[src/hdl/coreParams.svh]
`ifndef CORE_PARAMS_SVH
`define CORE_PARAMS_SVH

// word width, shared by data and instructions
`define DATA_W 16

// register file geometry
`define NUM_REGS 16
`define REG_ADDR_W 4

// wishbone address map
`define ADR_W 5
`define PSR_ADR 5'h10 // read gives psr, write executes

`endif

[src/hdl/corePkg.sv]
`include "coreParams.svh"

package corePkg;

	// alu operation codes, shared by both instruction forms
	typedef enum logic [3:0] {
		opNop  = 4'd0,
		opAnd  = 4'd1,
		opOr   = 4'd2,
		opXor  = 4'd3,
		opAdd  = 4'd5,
		opAddu = 4'd6,
		opLsh  = 4'd8,
		opSub  = 4'd9,
		opCmp  = 4'd11,
		opMov  = 4'd13
	} aluOp_e;

	// register form, opcode field is zero
	typedef struct packed {
		logic [3:0] opcode;
		logic [`REG_ADDR_W-1:0] dest;
		logic [3:0] ext; // operation code lives here
		logic [`REG_ADDR_W-1:0] src;
	} regForm_t;

	// immediate form, opcode field carries the operation
	typedef struct packed {
		logic [3:0] opcode;
		logic [`REG_ADDR_W-1:0] dest;
		logic [7:0] imm; // signed
	} immForm_t;

	typedef union packed {
		regForm_t regForm;
		immForm_t immForm;
	} instrWord_u;

	// condition flags
	typedef struct packed {
		logic c; // carry or borrow
		logic l; // unsigned less
		logic f; // signed overflow
		logic z; // zero or equal
		logic n; // signed less
	} psr_t;

	typedef struct packed {
		aluOp_e op;
		logic [`REG_ADDR_W-1:0] dest;
		logic [`REG_ADDR_W-1:0] src;
		logic useImm;
		logic [`DATA_W-1:0] immValue; // already sign-extended
	} aluCtrl_t;

endpackage

[src/hdl/instrDecoder.sv]
`include "coreParams.svh"

module instrDecoder import corePkg::*; (
	input instrWord_u instr,
	output aluCtrl_t ctrl
);

	logic isRegForm;

	// anything outside the operation table becomes a no-op
	function automatic aluOp_e mapOp(input logic [3:0] code);
		aluOp_e op;
		case (code)
			opAnd, opOr, opXor, opAdd, opAddu, opLsh, opSub, opCmp, opMov: begin
				op = aluOp_e'(code);
			end
			default: begin
				op = opNop;
			end
		endcase
		return op;
	endfunction

	assign isRegForm = (instr.regForm.opcode == 4'd0);

	always_comb begin
		// dest sits in the same bits for both forms
		ctrl.dest = instr.regForm.dest;
		ctrl.src = instr.regForm.src; // ignored by the alu for immediates
		ctrl.immValue = {{(`DATA_W-8){instr.immForm.imm[7]}}, instr.immForm.imm};
		if (isRegForm) begin
			ctrl.op = mapOp(instr.regForm.ext);
			ctrl.useImm = 1'b0;
		end else begin
			ctrl.op = mapOp(instr.immForm.opcode);
			ctrl.useImm = 1'b1;
		end
	end

endmodule

[src/hdl/registerFile.sv]
`include "coreParams.svh"

module registerFile (
	input logic clk,
	input logic arstN,
	input logic wrEn,
	input logic [`REG_ADDR_W-1:0] wrAddr,
	input logic [`DATA_W-1:0] wrData,
	input logic [`REG_ADDR_W-1:0] rdAddr1,
	input logic [`REG_ADDR_W-1:0] rdAddr2,
	output logic [`DATA_W-1:0] rdData1,
	output logic [`DATA_W-1:0] rdData2
);

	logic [`DATA_W-1:0] regs [`NUM_REGS];

	// single write port, owned by the sequencer
	always_ff @(posedge clk or negedge arstN) begin
		if (!arstN) begin
			for (int i = 0; i < `NUM_REGS; i++) begin
				regs[i] <= '0;
			end
		end else if (wrEn) begin
			regs[wrAddr] <= wrData;
		end
	end

	// reads are combinational
	assign rdData1 = regs[rdAddr1];
	assign rdData2 = regs[rdAddr2];

endmodule

[src/hdl/alu.sv]
`include "coreParams.svh"

module alu import corePkg::*; (
	input aluCtrl_t ctrl,
	input logic [`DATA_W-1:0] opA, // dest register
	input logic [`DATA_W-1:0] opB, // src register
	input psr_t psrIn,
	output logic [`DATA_W-1:0] result,
	output psr_t psrOut,
	output logic writesBack
);

	logic [`DATA_W-1:0] b;
	logic [`DATA_W:0] sum;
	logic [`DATA_W:0] diff;
	logic addOvf;
	logic subOvf;
	logic [4:0] shAmt;
	logic [4:0] shRight;
	logic [`DATA_W-1:0] shifted;

	assign b = ctrl.useImm ? ctrl.immValue : opB;

	assign sum = {1'b0, opA} + {1'b0, b};
	assign diff = {1'b0, opA} - {1'b0, b}; // top bit is the borrow

	// operands agree in sign but the result does not
	assign addOvf = (opA[`DATA_W-1] == b[`DATA_W-1]) &&
		(sum[`DATA_W-1] != opA[`DATA_W-1]);
	assign subOvf = (opA[`DATA_W-1] != b[`DATA_W-1]) &&
		(diff[`DATA_W-1] != opA[`DATA_W-1]);

	// two's complement amount, bit 4 gives the direction
	assign shAmt = b[4:0];
	assign shRight = -shAmt; // 1 to 16
	assign shifted = shAmt[4] ? (opA >> shRight) : (opA << shAmt[3:0]);

	always_comb begin
		result = opA;
		psrOut = '0; // undefined flags read as zero
		writesBack = 1'b1;
		case (ctrl.op)
			opAnd: result = opA & b;
			opOr: result = opA | b;
			opXor: result = opA ^ b;
			opMov: result = b;
			opAddu: result = sum[`DATA_W-1:0];
			opLsh: result = shifted;
			opAdd: begin
				result = sum[`DATA_W-1:0];
				psrOut.c = sum[`DATA_W];
				psrOut.f = addOvf;
			end
			opSub: begin
				result = diff[`DATA_W-1:0];
				psrOut.c = diff[`DATA_W];
				psrOut.f = subOvf;
			end
			opCmp: begin
				result = diff[`DATA_W-1:0];
				writesBack = 1'b0;
				psrOut.z = (opA == b);
				psrOut.l = diff[`DATA_W];
				psrOut.n = ($signed(opA) < $signed(b));
			end
			default: begin
				writesBack = 1'b0;
				psrOut = psrIn; // no-op keeps the flags
			end
		endcase
		// every writing op reports a zero result
		if (writesBack) begin
			psrOut.z = (result == '0);
		end
	end

endmodule

[src/hdl/execSequencer.sv]
`include "coreParams.svh"

module execSequencer import corePkg::*; (
	input logic clk,
	input logic arstN,
	input logic cyc,
	input logic stb,
	input logic we,
	input logic [`ADR_W-1:0] adr,
	input logic [`DATA_W-1:0] datIn,
	input logic [`DATA_W-1:0] rdData1,
	input logic [`DATA_W-1:0] aluResult,
	input psr_t aluPsr,
	input aluCtrl_t ctrl,
	output logic [`DATA_W-1:0] datOut,
	output logic ack,
	output instrWord_u instr,
	output logic [`REG_ADDR_W-1:0] rdAddr1,
	output logic [`REG_ADDR_W-1:0] rdAddr2,
	output logic wrEn,
	output logic [`REG_ADDR_W-1:0] wrAddr,
	output logic [`DATA_W-1:0] wrData,
	output psr_t psr
);

	typedef enum logic [1:0] {
		stIdle,
		stExec,
		stAck
	} state_e;

	state_e state;
	logic req;
	logic isReg;
	logic isPsr;
	logic hostLoad;
	logic execWrite;
	logic [`DATA_W-1:0] psrWord;

	// a new cycle is only taken from idle
	assign req = cyc && stb && (state == stIdle);
	assign isReg = (adr[`ADR_W-1:`REG_ADDR_W] == '0);
	assign isPsr = (adr == `PSR_ADR);
	assign psrWord = {{(`DATA_W-$bits(psr_t)){1'b0}}, psr};

	// write port arbitration, host load or alu writeback
	assign hostLoad = req && we && isReg;
	assign execWrite = (state == stExec) && (ctrl.op != opCmp) && (ctrl.op != opNop);
	assign wrEn = hostLoad || execWrite;
	assign wrAddr = (state == stExec) ? ctrl.dest : adr[`REG_ADDR_W-1:0];
	assign wrData = (state == stExec) ? aluResult : datIn;

	// port 1 serves host reads outside execution
	assign rdAddr1 = (state == stExec) ? ctrl.dest : adr[`REG_ADDR_W-1:0];
	assign rdAddr2 = ctrl.src;

	always_ff @(posedge clk or negedge arstN) begin
		if (!arstN) begin
			state <= stIdle;
			ack <= 1'b0;
			psr <= '0;
		end else begin
			ack <= 1'b0; // single cycle pulse
			case (state)
				stIdle: begin
					if (req) begin
						if (we && isPsr) begin
							state <= stExec;
						end else begin
							ack <= 1'b1;
							state <= stAck;
						end
					end
				end
				stExec: begin
					psr <= aluPsr; // no-op hands back the old value
					ack <= 1'b1;
					state <= stAck;
				end
				stAck: state <= stIdle; // stb is gone by now
				default: state <= stIdle;
			endcase
		end
	end

	// instruction word and read data
	always_ff @(posedge clk) begin
		if (req && we && isPsr) begin
			instr <= datIn;
		end
		if (req && !we) begin
			if (isPsr) begin
				datOut <= psrWord;
			end else begin
				datOut <= isReg ? rdData1 : '0; // unmapped reads give zero
			end
		end
	end

endmodule

[src/hdl/coreTop.sv]
`include "coreParams.svh"

module coreTop import corePkg::*; (
	input logic clk,
	input logic arstN,
	input logic cyc,
	input logic stb,
	input logic we,
	input logic [`ADR_W-1:0] adr,
	input logic [`DATA_W-1:0] datIn,
	output logic [`DATA_W-1:0] datOut,
	output logic ack
);

	instrWord_u instr;
	aluCtrl_t ctrl;
	psr_t psr;
	psr_t aluPsr;
	logic [`REG_ADDR_W-1:0] rdAddr1;
	logic [`REG_ADDR_W-1:0] rdAddr2;
	logic [`REG_ADDR_W-1:0] wrAddr;
	logic [`DATA_W-1:0] rdData1;
	logic [`DATA_W-1:0] rdData2;
	logic [`DATA_W-1:0] wrData;
	logic [`DATA_W-1:0] aluResult;
	logic wrEn;

	execSequencer uSeq (
		.clk(clk), .arstN(arstN), .cyc(cyc), .stb(stb), .we(we), .adr(adr),
		.datIn(datIn), .rdData1(rdData1), .aluResult(aluResult), .aluPsr(aluPsr),
		.ctrl(ctrl), .datOut(datOut), .ack(ack), .instr(instr),
		.rdAddr1(rdAddr1), .rdAddr2(rdAddr2), .wrEn(wrEn), .wrAddr(wrAddr),
		.wrData(wrData), .psr(psr)
	);

	instrDecoder uDec (.instr(instr), .ctrl(ctrl));

	registerFile uRegs (
		.clk(clk), .arstN(arstN), .wrEn(wrEn), .wrAddr(wrAddr), .wrData(wrData),
		.rdAddr1(rdAddr1), .rdAddr2(rdAddr2), .rdData1(rdData1), .rdData2(rdData2)
	);

	// writeback decision is taken by the sequencer from ctrl.op
	alu uAlu (
		.ctrl(ctrl), .opA(rdData1), .opB(rdData2), .psrIn(psr),
		.result(aluResult), .psrOut(aluPsr), .writesBack()
	);

endmodule

[config.mk]
export PLATFORM = sky130hd
export DESIGN_NAME = coreTop
export DESIGN_NICKNAME = d
export VERILOG_FILES = /design/src/hdl/corePkg.sv /design/src/hdl/instrDecoder.sv /design/src/hdl/registerFile.sv /design/src/hdl/alu.sv /design/src/hdl/execSequencer.sv /design/src/hdl/coreTop.sv
export VERILOG_INCLUDE_DIRS = /design/src /design/src/hdl
export SDC_FILE = /design/constraint.sdc
export NUM_CORES = 1
export LEC_CHECK = 0
export BUFFER_PORTS_ARGS = -buffer_cell sky130_fd_sc_hd__buf_4
export CORE_ASPECT_RATIO = 1.25
export CORE_MARGIN = 1
export CORE_UTILIZATION = 65
export CTS_CLUSTER_DIAMETER = 60
export DETAILED_ROUTE_END_ITERATION = 7
export GPL_ROUTABILITY_DRIVEN = 0
export PLACE_DENSITY_LB_ADDON = 0.12
export RECOVER_POWER = 50
export SLEW_MARGIN = 20
export SYNTH_ARGS = -nofsm -noshare
export SYNTH_HDL_FRONTEND = slang
export SYNTH_SLANG_ARGS = --single-unit
[constraint.sdc]
create_clock -name clk -period 8.55 [get_ports clk]
set_input_delay 1.2825 -clock clk [delete_from_list [all_inputs] [get_ports clk]]
set_output_delay 1.2825 -clock clk [all_outputs]
set_load 0.02 [all_outputs]
After elaboration in Yosys (flattened, before gate mapping). Index checks and enable logic that the tools add are counted.

Register bits after elaboration: 296. Bits of input ports: 26. Output and inout port bits: 17. Word-level logic and storage cells: 139.

$add $sub $neg: 3. $lt $le $gt $ge: 4. Equality and inequality tests: 36. Shift-type cells: 2. Muxes and demuxes: 31. Bitwise gates (word level): 6. Reductions and logical operators: 31.

Operators by type and width (number): 256-bit bitwise mux (1); 16-bit binary-select mux with 4-bit select (2); 16-bit 2-to-1 mux (8); 16-bit one-hot mux with 7 select lines (1); 16-bit demux with 4-bit select (1); 4-bit == test, second input constant (12); 4-bit by 2-bit == test with 1-bit output, second input constant (6); 4-bit by 3-bit == test with 1-bit output, second input constant (6); 9-bit OR reduction (2); 16-bit by 16-bit adder with 17-bit output (1); 16-bit by 16-bit subtractor with 17-bit output (1); 16-bit AND (1); 16-bit == test (1); 16-bit zero test (1); 16-bit < comparator (1); 4-bit 2-to-1 mux (4); 16-bit OR (1); 16-bit by 4-bit left shift with 16-bit output (1); 16-bit by 5-bit >> shifter with 16-bit output (1); 16-bit bitwise XOR (1); 4-bit by 1-bit == test with 1-bit output, second input constant (3); 1-bit logical AND (12); 5-bit greater-or-equal comparator, second input constant (2); 5-bit 2-to-1 mux (2); other kinds (26) (41).

Depth between registers and ports, before layout.
Depth after elaboration: 11. Gate-level depth with buffers: 26. Depth with buffers taken out: 22.

By module. From an unflattened synthesis, not the netlist that was laid out.

Cells, all modules: 1726. Area total of the unflattened synthesis: 20606.0 um2.

Modules (own cells, without submodules): registerFile (times used 1, cells an instance 849, area each 13470.4 um2, sequential area each 6406.1 um2); alu (times used 1, cells an instance 718, area each 5017.3 um2, sequential area each 0.0 um2); execSequencer (times used 1, cells an instance 112, area each 1785.5 um2, sequential area each 1161.1 um2); instrDecoder (times used 1, cells an instance 47, area each 332.8 um2, sequential area each 0.0 um2).

Worst setup path after synthesis. OpenSTA, ideal clock, no wires.

Path type: input to register. From: input port adr[0]. To: register uRegs.regs[141] in the netlist's numbering. Library setup time: 0.125 ns. Arrival time: 5.437 ns. Required time: 8.425 ns. Slack: 2.988 ns. Stages on the path: 23. Path buffers: 3. Cell sequence: inv_1 a31oi_1 buf_4 clkbuf_1 o22ai_1 o21ai_0 nand4_1 inv_1 ha_1 o21bai_1 a211oi_1 o31a_1 a211oi_1 a221oi_1 o21ai_0 a21oi_1 o221ai_1 a31oi_1 o21ai_0 o2bb2ai_1 mux2_2 buf_4 mux2_2.

Longest elaborated chain between the ends: 10. Elaborated cells on any way between the ends: 21. Those cells by class: add/sub (2); order compare (2); shift (2); mux (10); bitwise (4); reduce/logical (1).

RTL lines: start: declaration (RTL line coreTop.sv:9) `` input logic [`ADR_W-1:0] adr, ``; 4-bit 2-to-1 mux * (RTL line execSequencer.sv:50, execSequencer.sv:54); 4-bit NOT with 5-bit output (not written as such) * (RTL line registerFile.sv:24, registerFile.sv:29); branches (longest 7 deep; another with 16-bit by 16-bit subtractor with 17-bit output); 256-bit bitwise mux * (RTL line registerFile.sv:24) `regs[wrAddr] <= wrData;`; end signal: indexed assignment (RTL line registerFile.sv:24); end: declaration (RTL line registerFile.sv:15) `` logic [`DATA_W-1:0] regs [`NUM_REGS]; ``.

Every way passes the cells marked *. The select of a mux whose other input is x is not followed. A chain may end at the register's enable or synchronous reset.

Final worst setup path.
From: register uSeq.instr[14] in the netlist's numbering. To: register uRegs.regs[186] in the netlist's numbering.

Longest elaborated chain between the ends: 9. Elaborated cells on any way between the ends: 42. Those cells by class: add/sub (3); eq/ne (19); shift (2); mux (7); bitwise (3); reduce/logical (8).

RTL lines: start: declaration (RTL line execSequencer.sv:17) `output instrWord_u instr,`; start signal: assignment (RTL line execSequencer.sv:89) `instr <= datIn;`; branches (longest 9 deep; another with 5-bit negation).

Several ways; the timed one is not identified.

==> results_dict.tcl <==
set metrics [dict create \
    power.leakage_nw 9.224 \
    floorplan.initialDensity 0.6609 \
    rsz0062_at_grt "no" \
    fin_crit_sh 0.8510 \
    layout.cells.most_common "sky130_fd_sc_hd__dfrtp_1" \
    worst-endpoint-required_ns 9.01 \
    grtUsageTotal 0.4615 \
    ios 43 \
    post_route_setup_tns_ns 0 \
    wire_per_inst_um 29.27 \
    fmax_mhz 137.4 \
    run_status "finished with violations" \
    hp-start "uSeq.psr[4]" \
    slowest_stage "sky130_fd_sc_hd__or4_1" \
    fraction_of_synthesized_cell_area_taken_by_the_top_area_cell_type 0.3417 \
    layout.cells.most_common_list "sky130_fd_sc_hd__dfrtp_1, sky130_fd_sc_hd__mux2_2, sky130_fd_sc_hd__nor2_1" \
    clock_power_share 0.397 \
    p_comb_frac 0.180 \
    die_h_um 194.8 \
    reg2reg_slack_ns 1.27 \
    io_buffer_count 42 \
    cts_max_level 1 \
    post-cts-setup-buffer-count 0 \
    hold_viol 0 \
    failed_checks "design-rule violations, max-capacitance violations, max-slew violations" \
    detail_route.wirelength_um 67560 \
    grt_pass1_vias 16930 \
    synth.cell_area_um2 19330 \
    grt_antenna_before_repair 10 \
    endpoint_kind "register" \
    drv_cap 2 \
    power.net_switching_mw 1.106 \
    yosysWarningCount 0 \
    clock_insertion_delay_worst_skew_ns 0.59 \
    yosys-top-cells-area "sky130_fd_sc_hd__dfrtp_1, sky130_fd_sc_hd__mux2_2, sky130_fd_sc_hd__mux4_2" \
    placed_cells 2246 \
    ys_async_sr_fraction 0.8919 \
    fin_worst_skew_ns 0.02022 \
    remaining_drc_errors 1 \
    synth_cell_types 89 \
    postSynthCellCount 1901 \
    clock_tree_from_tritoncts "built" \
    r2r_cells 19 \
    worstSetupStartpointType "register" \
    path_class "register to register" \
    placementRows 70 \
    ys_dominant_reg_cell "sky130_fd_sc_hd__dfrtp_1" \
    powerDensity_nw_per_um2 183.1 \
    number_of_buffers_between_clock_root_and_the_deepest_sink 3 \
    final_nets 1960 \
    post-dp-hpwl_um 42340 \
    fin_cells 2308 \
    drive_gt1_frac 0.2504 \
    post-synth-top-area-cell "sky130_fd_sc_hd__dfrtp_1" \
    p_sw_frac 0.2855 \
    power.ir.vdd_worst_uv 196.1 \
    timing.critical_path.cells "or4_1, a21oi_1, a41oi_1, a31oi_2, inv_2, fa_1, nor2b_1, o21ai_0, nand2b_1, a221oi_1, o21bai_1, a21oi_1, o221ai_1, a221oi_1, a21o_1, nand3_1, nand2_1, nand2_1, mux2_2" \
    detailedRoute.firstIterationViolations 2380 \
    ant_nets 0 \
    global_route.overflow_total 0 \
    fillers 2224 \
    internal_mw 2.768 \
    cts_inserted_buffers 30 \
    chipWidth_um 156.3 \
    hold_class "register to register" \
    setup_viol 0 \
    min_path_cells 2 \
    ys_seq_area_frac 0.3914 \
    post_cts_resized 0 \
    grt_pass1_wl_um 102900 \
    clock_pin_transition_on_the_worst_setup_and_hold_timing_paths_ns 0.07 \
    synth_enable_flop_cells 32 \
    clk_root_buffer_cell "sky130_fd_sc_hd__clkbuf_16" \
    worst_slew_margin_rel -1.922 \
    synth.avg_cell_area_um2 10.17 \
    r2r_start "uSeq.instr[14]" \
    tightestPinTransition_ns 4.383 \
    drt-vias-per-instance 7.456 \
    net_count_synth 1979 \
    pin_count_of_the_biggest_net_entering_global_routing 183 \
    synth_seq_cells 296 \
    cp_max_fo 20 \
    drv_slew 267 \
    vias 17210 \
    cts.hold.buffers_added 0 \
    numClockSinks 296 \
    fp.coreArea_um2 29250 \
    critical_path.reg2reg.endpoint "uRegs.regs[186]" \
    pwr-share-seq 0.423 \
    hold-path-endpoint "uSeq.psr[4]" \
    dieArea_um2 30440 \
    post-route-min-period_ns 7.276 \
    maximum_single_stage_delay_on_the_critical_path_ns 0.87 \
    dr.pass1.iters 8 \
    timing.critical_path.arrival_ns 7.74 \
    area_overhead_of_the_layout_relative_to_synthesis_pct 9.416 \
]
## cells in the mapped netlist, types with 6 or more instances
library cell,number
sky130_fd_sc_hd__nand2b_1,15
sky130_fd_sc_hd__xnor2_1,12
sky130_fd_sc_hd__o21bai_1,7
sky130_fd_sc_hd__a22oi_1,10
sky130_fd_sc_hd__clkbuf_1,78
sky130_fd_sc_hd__nand2_1,133
sky130_fd_sc_hd__nand3b_1,10
sky130_fd_sc_hd__o221ai_1,10
sky130_fd_sc_hd__nand4_1,21
sky130_fd_sc_hd__buf_6,8
sky130_fd_sc_hd__inv_1,54
sky130_fd_sc_hd__buf_4,8
sky130_fd_sc_hd__a221oi_1,16
sky130_fd_sc_hd__mux4_2,69
sky130_fd_sc_hd__o22ai_1,149
sky130_fd_sc_hd__nor2_1,161
sky130_fd_sc_hd__o32ai_1,7
sky130_fd_sc_hd__a31oi_1,10
sky130_fd_sc_hd__o2111ai_1,6
sky130_fd_sc_hd__mux2i_1,61
sky130_fd_sc_hd__o21ai_0,115
sky130_fd_sc_hd__a211oi_1,9
sky130_fd_sc_hd__o211ai_1,10
sky130_fd_sc_hd__edfxtp_1,32
sky130_fd_sc_hd__nor2b_1,16
sky130_fd_sc_hd__o21ai_1,13
sky130_fd_sc_hd__ha_1,50
sky130_fd_sc_hd__mux2_2,202
sky130_fd_sc_hd__buf_1,18
sky130_fd_sc_hd__buf_2,51
sky130_fd_sc_hd__a21oi_1,118
sky130_fd_sc_hd__dfrtp_1,264
sky130_fd_sc_hd__nand3_1,21
sky130_fd_sc_hd__a21o_1,8
sky130_fd_sc_hd__nor3_1,15
sky130_fd_sc_hd__o31ai_1,8
## flip-flops by register name (all words and copies together) (netlist names)
| signal | cells |
|---|---|
| uSeq.datOut | 16 |
| uSeq.ack | 1 |
| uRegs.regs | 256 |
| uSeq.psr | 5 |
| uSeq.instr | 16 |
| uSeq.state | 2 |
## kinds of logic after synthesis
| family | synth area share |
|---|---|
| mux | 0.2302 |
| simple gates | 0.1002 |
| fa+ha+maj | 0.03443 |
| buf+inv | 0.05119 |
| compound gates | 0.1826 |
| flops | 0.3914 |
| xor+xnor | 0.01003 |
## worst max-delay path, delay by kind of cell, from the launching register on
family          cells  cell delay [ns]
flops               1             0.52
compound gates     10             3.12
simple gates        6             2.16
mux                 1             0.39
fa+ha+maj           1             0.52
buf+inv             1             0.42
## metrics by stage
| stage | hold slack (ns) | setup slack [ns] | instance area [um2] | power, mW | utilization |
|---|---|---|---|---|---|
| 2_1_floorplan | 0.4497 | 2.988 | 19330 | 2.079 | - |
| 3_3_place_gp | 0.4626 | 1.393 | 20050 | 2.289 | 0.6852 |
| 3_5_place_dp | 0.4703 | 1.369 | 20050 | 2.314 | 0.6852 |
| 4_1_cts | 0.4846 | 1.917 | 21220 | 3.841 | 0.7253 |
| 5_1_grt | 0.5185 | 0.6763 | 21140 | 3.994 | 0.7228 |
| 6_report | 0.4859 | 1.274 | 21160 | 3.875 | 0.7232 |
## final cells by class
cell class	count	area, um2	share of cell area
Inverter	59	224.0	0.01059
Clock buffer	39	888.4	0.04199
Clock inverter	16	282.8	0.01337
Multi-Input combinational cell	1383	10900	0.5151
Antenna cell	7	17.52	0.0008280
Sequential cell	296	7567	0.3577
Tap cell	396	495.5	0.02342
Timing Repair Buffer	112	782.0	0.03696
## how the worst max path moves through the flow
stage              startpoint              end  depth (start not counted)
2_1_floorplan          adr[0]  uRegs.regs[141]                         23
3_3_place_gp           adr[0]   uRegs.regs[88]                         24
3_5_place_dp           adr[0]   uRegs.regs[24]                         24
4_1_cts                adr[0]   uRegs.regs[24]                         24
5_1_grt                 arstN   uRegs.regs[46]                          2
6_report       uSeq.instr[14]  uRegs.regs[186]                         19
## power groups by stage
stage | registers [mW] | clock network [mW] | logic [mW]
6_report | 1.64 | 1.54 | 0.697
5_1_grt | 1.65 | 1.60 | 0.743
4_1_cts | 1.63 | 1.55 | 0.661
3_5_place_dp | 1.66 | 0 | 0.657
3_3_place_gp | 1.65 | 0 | 0.641
2_1_floorplan | 1.63 | 0 | 0.448
## routing by layer
metal / global-route usage / wire, um / vias to the layer above
met5: 0.02463 / 139 / -
met4: 0.3715 / 6207 / 10
met1: 0.5407 / 22650 / 8323
met2: 0.6486 / 29180 / 1333
li1: - / - / 7114
met3: 0.2078 / 9378 / 428
Power figures use the tool's default switching activity.
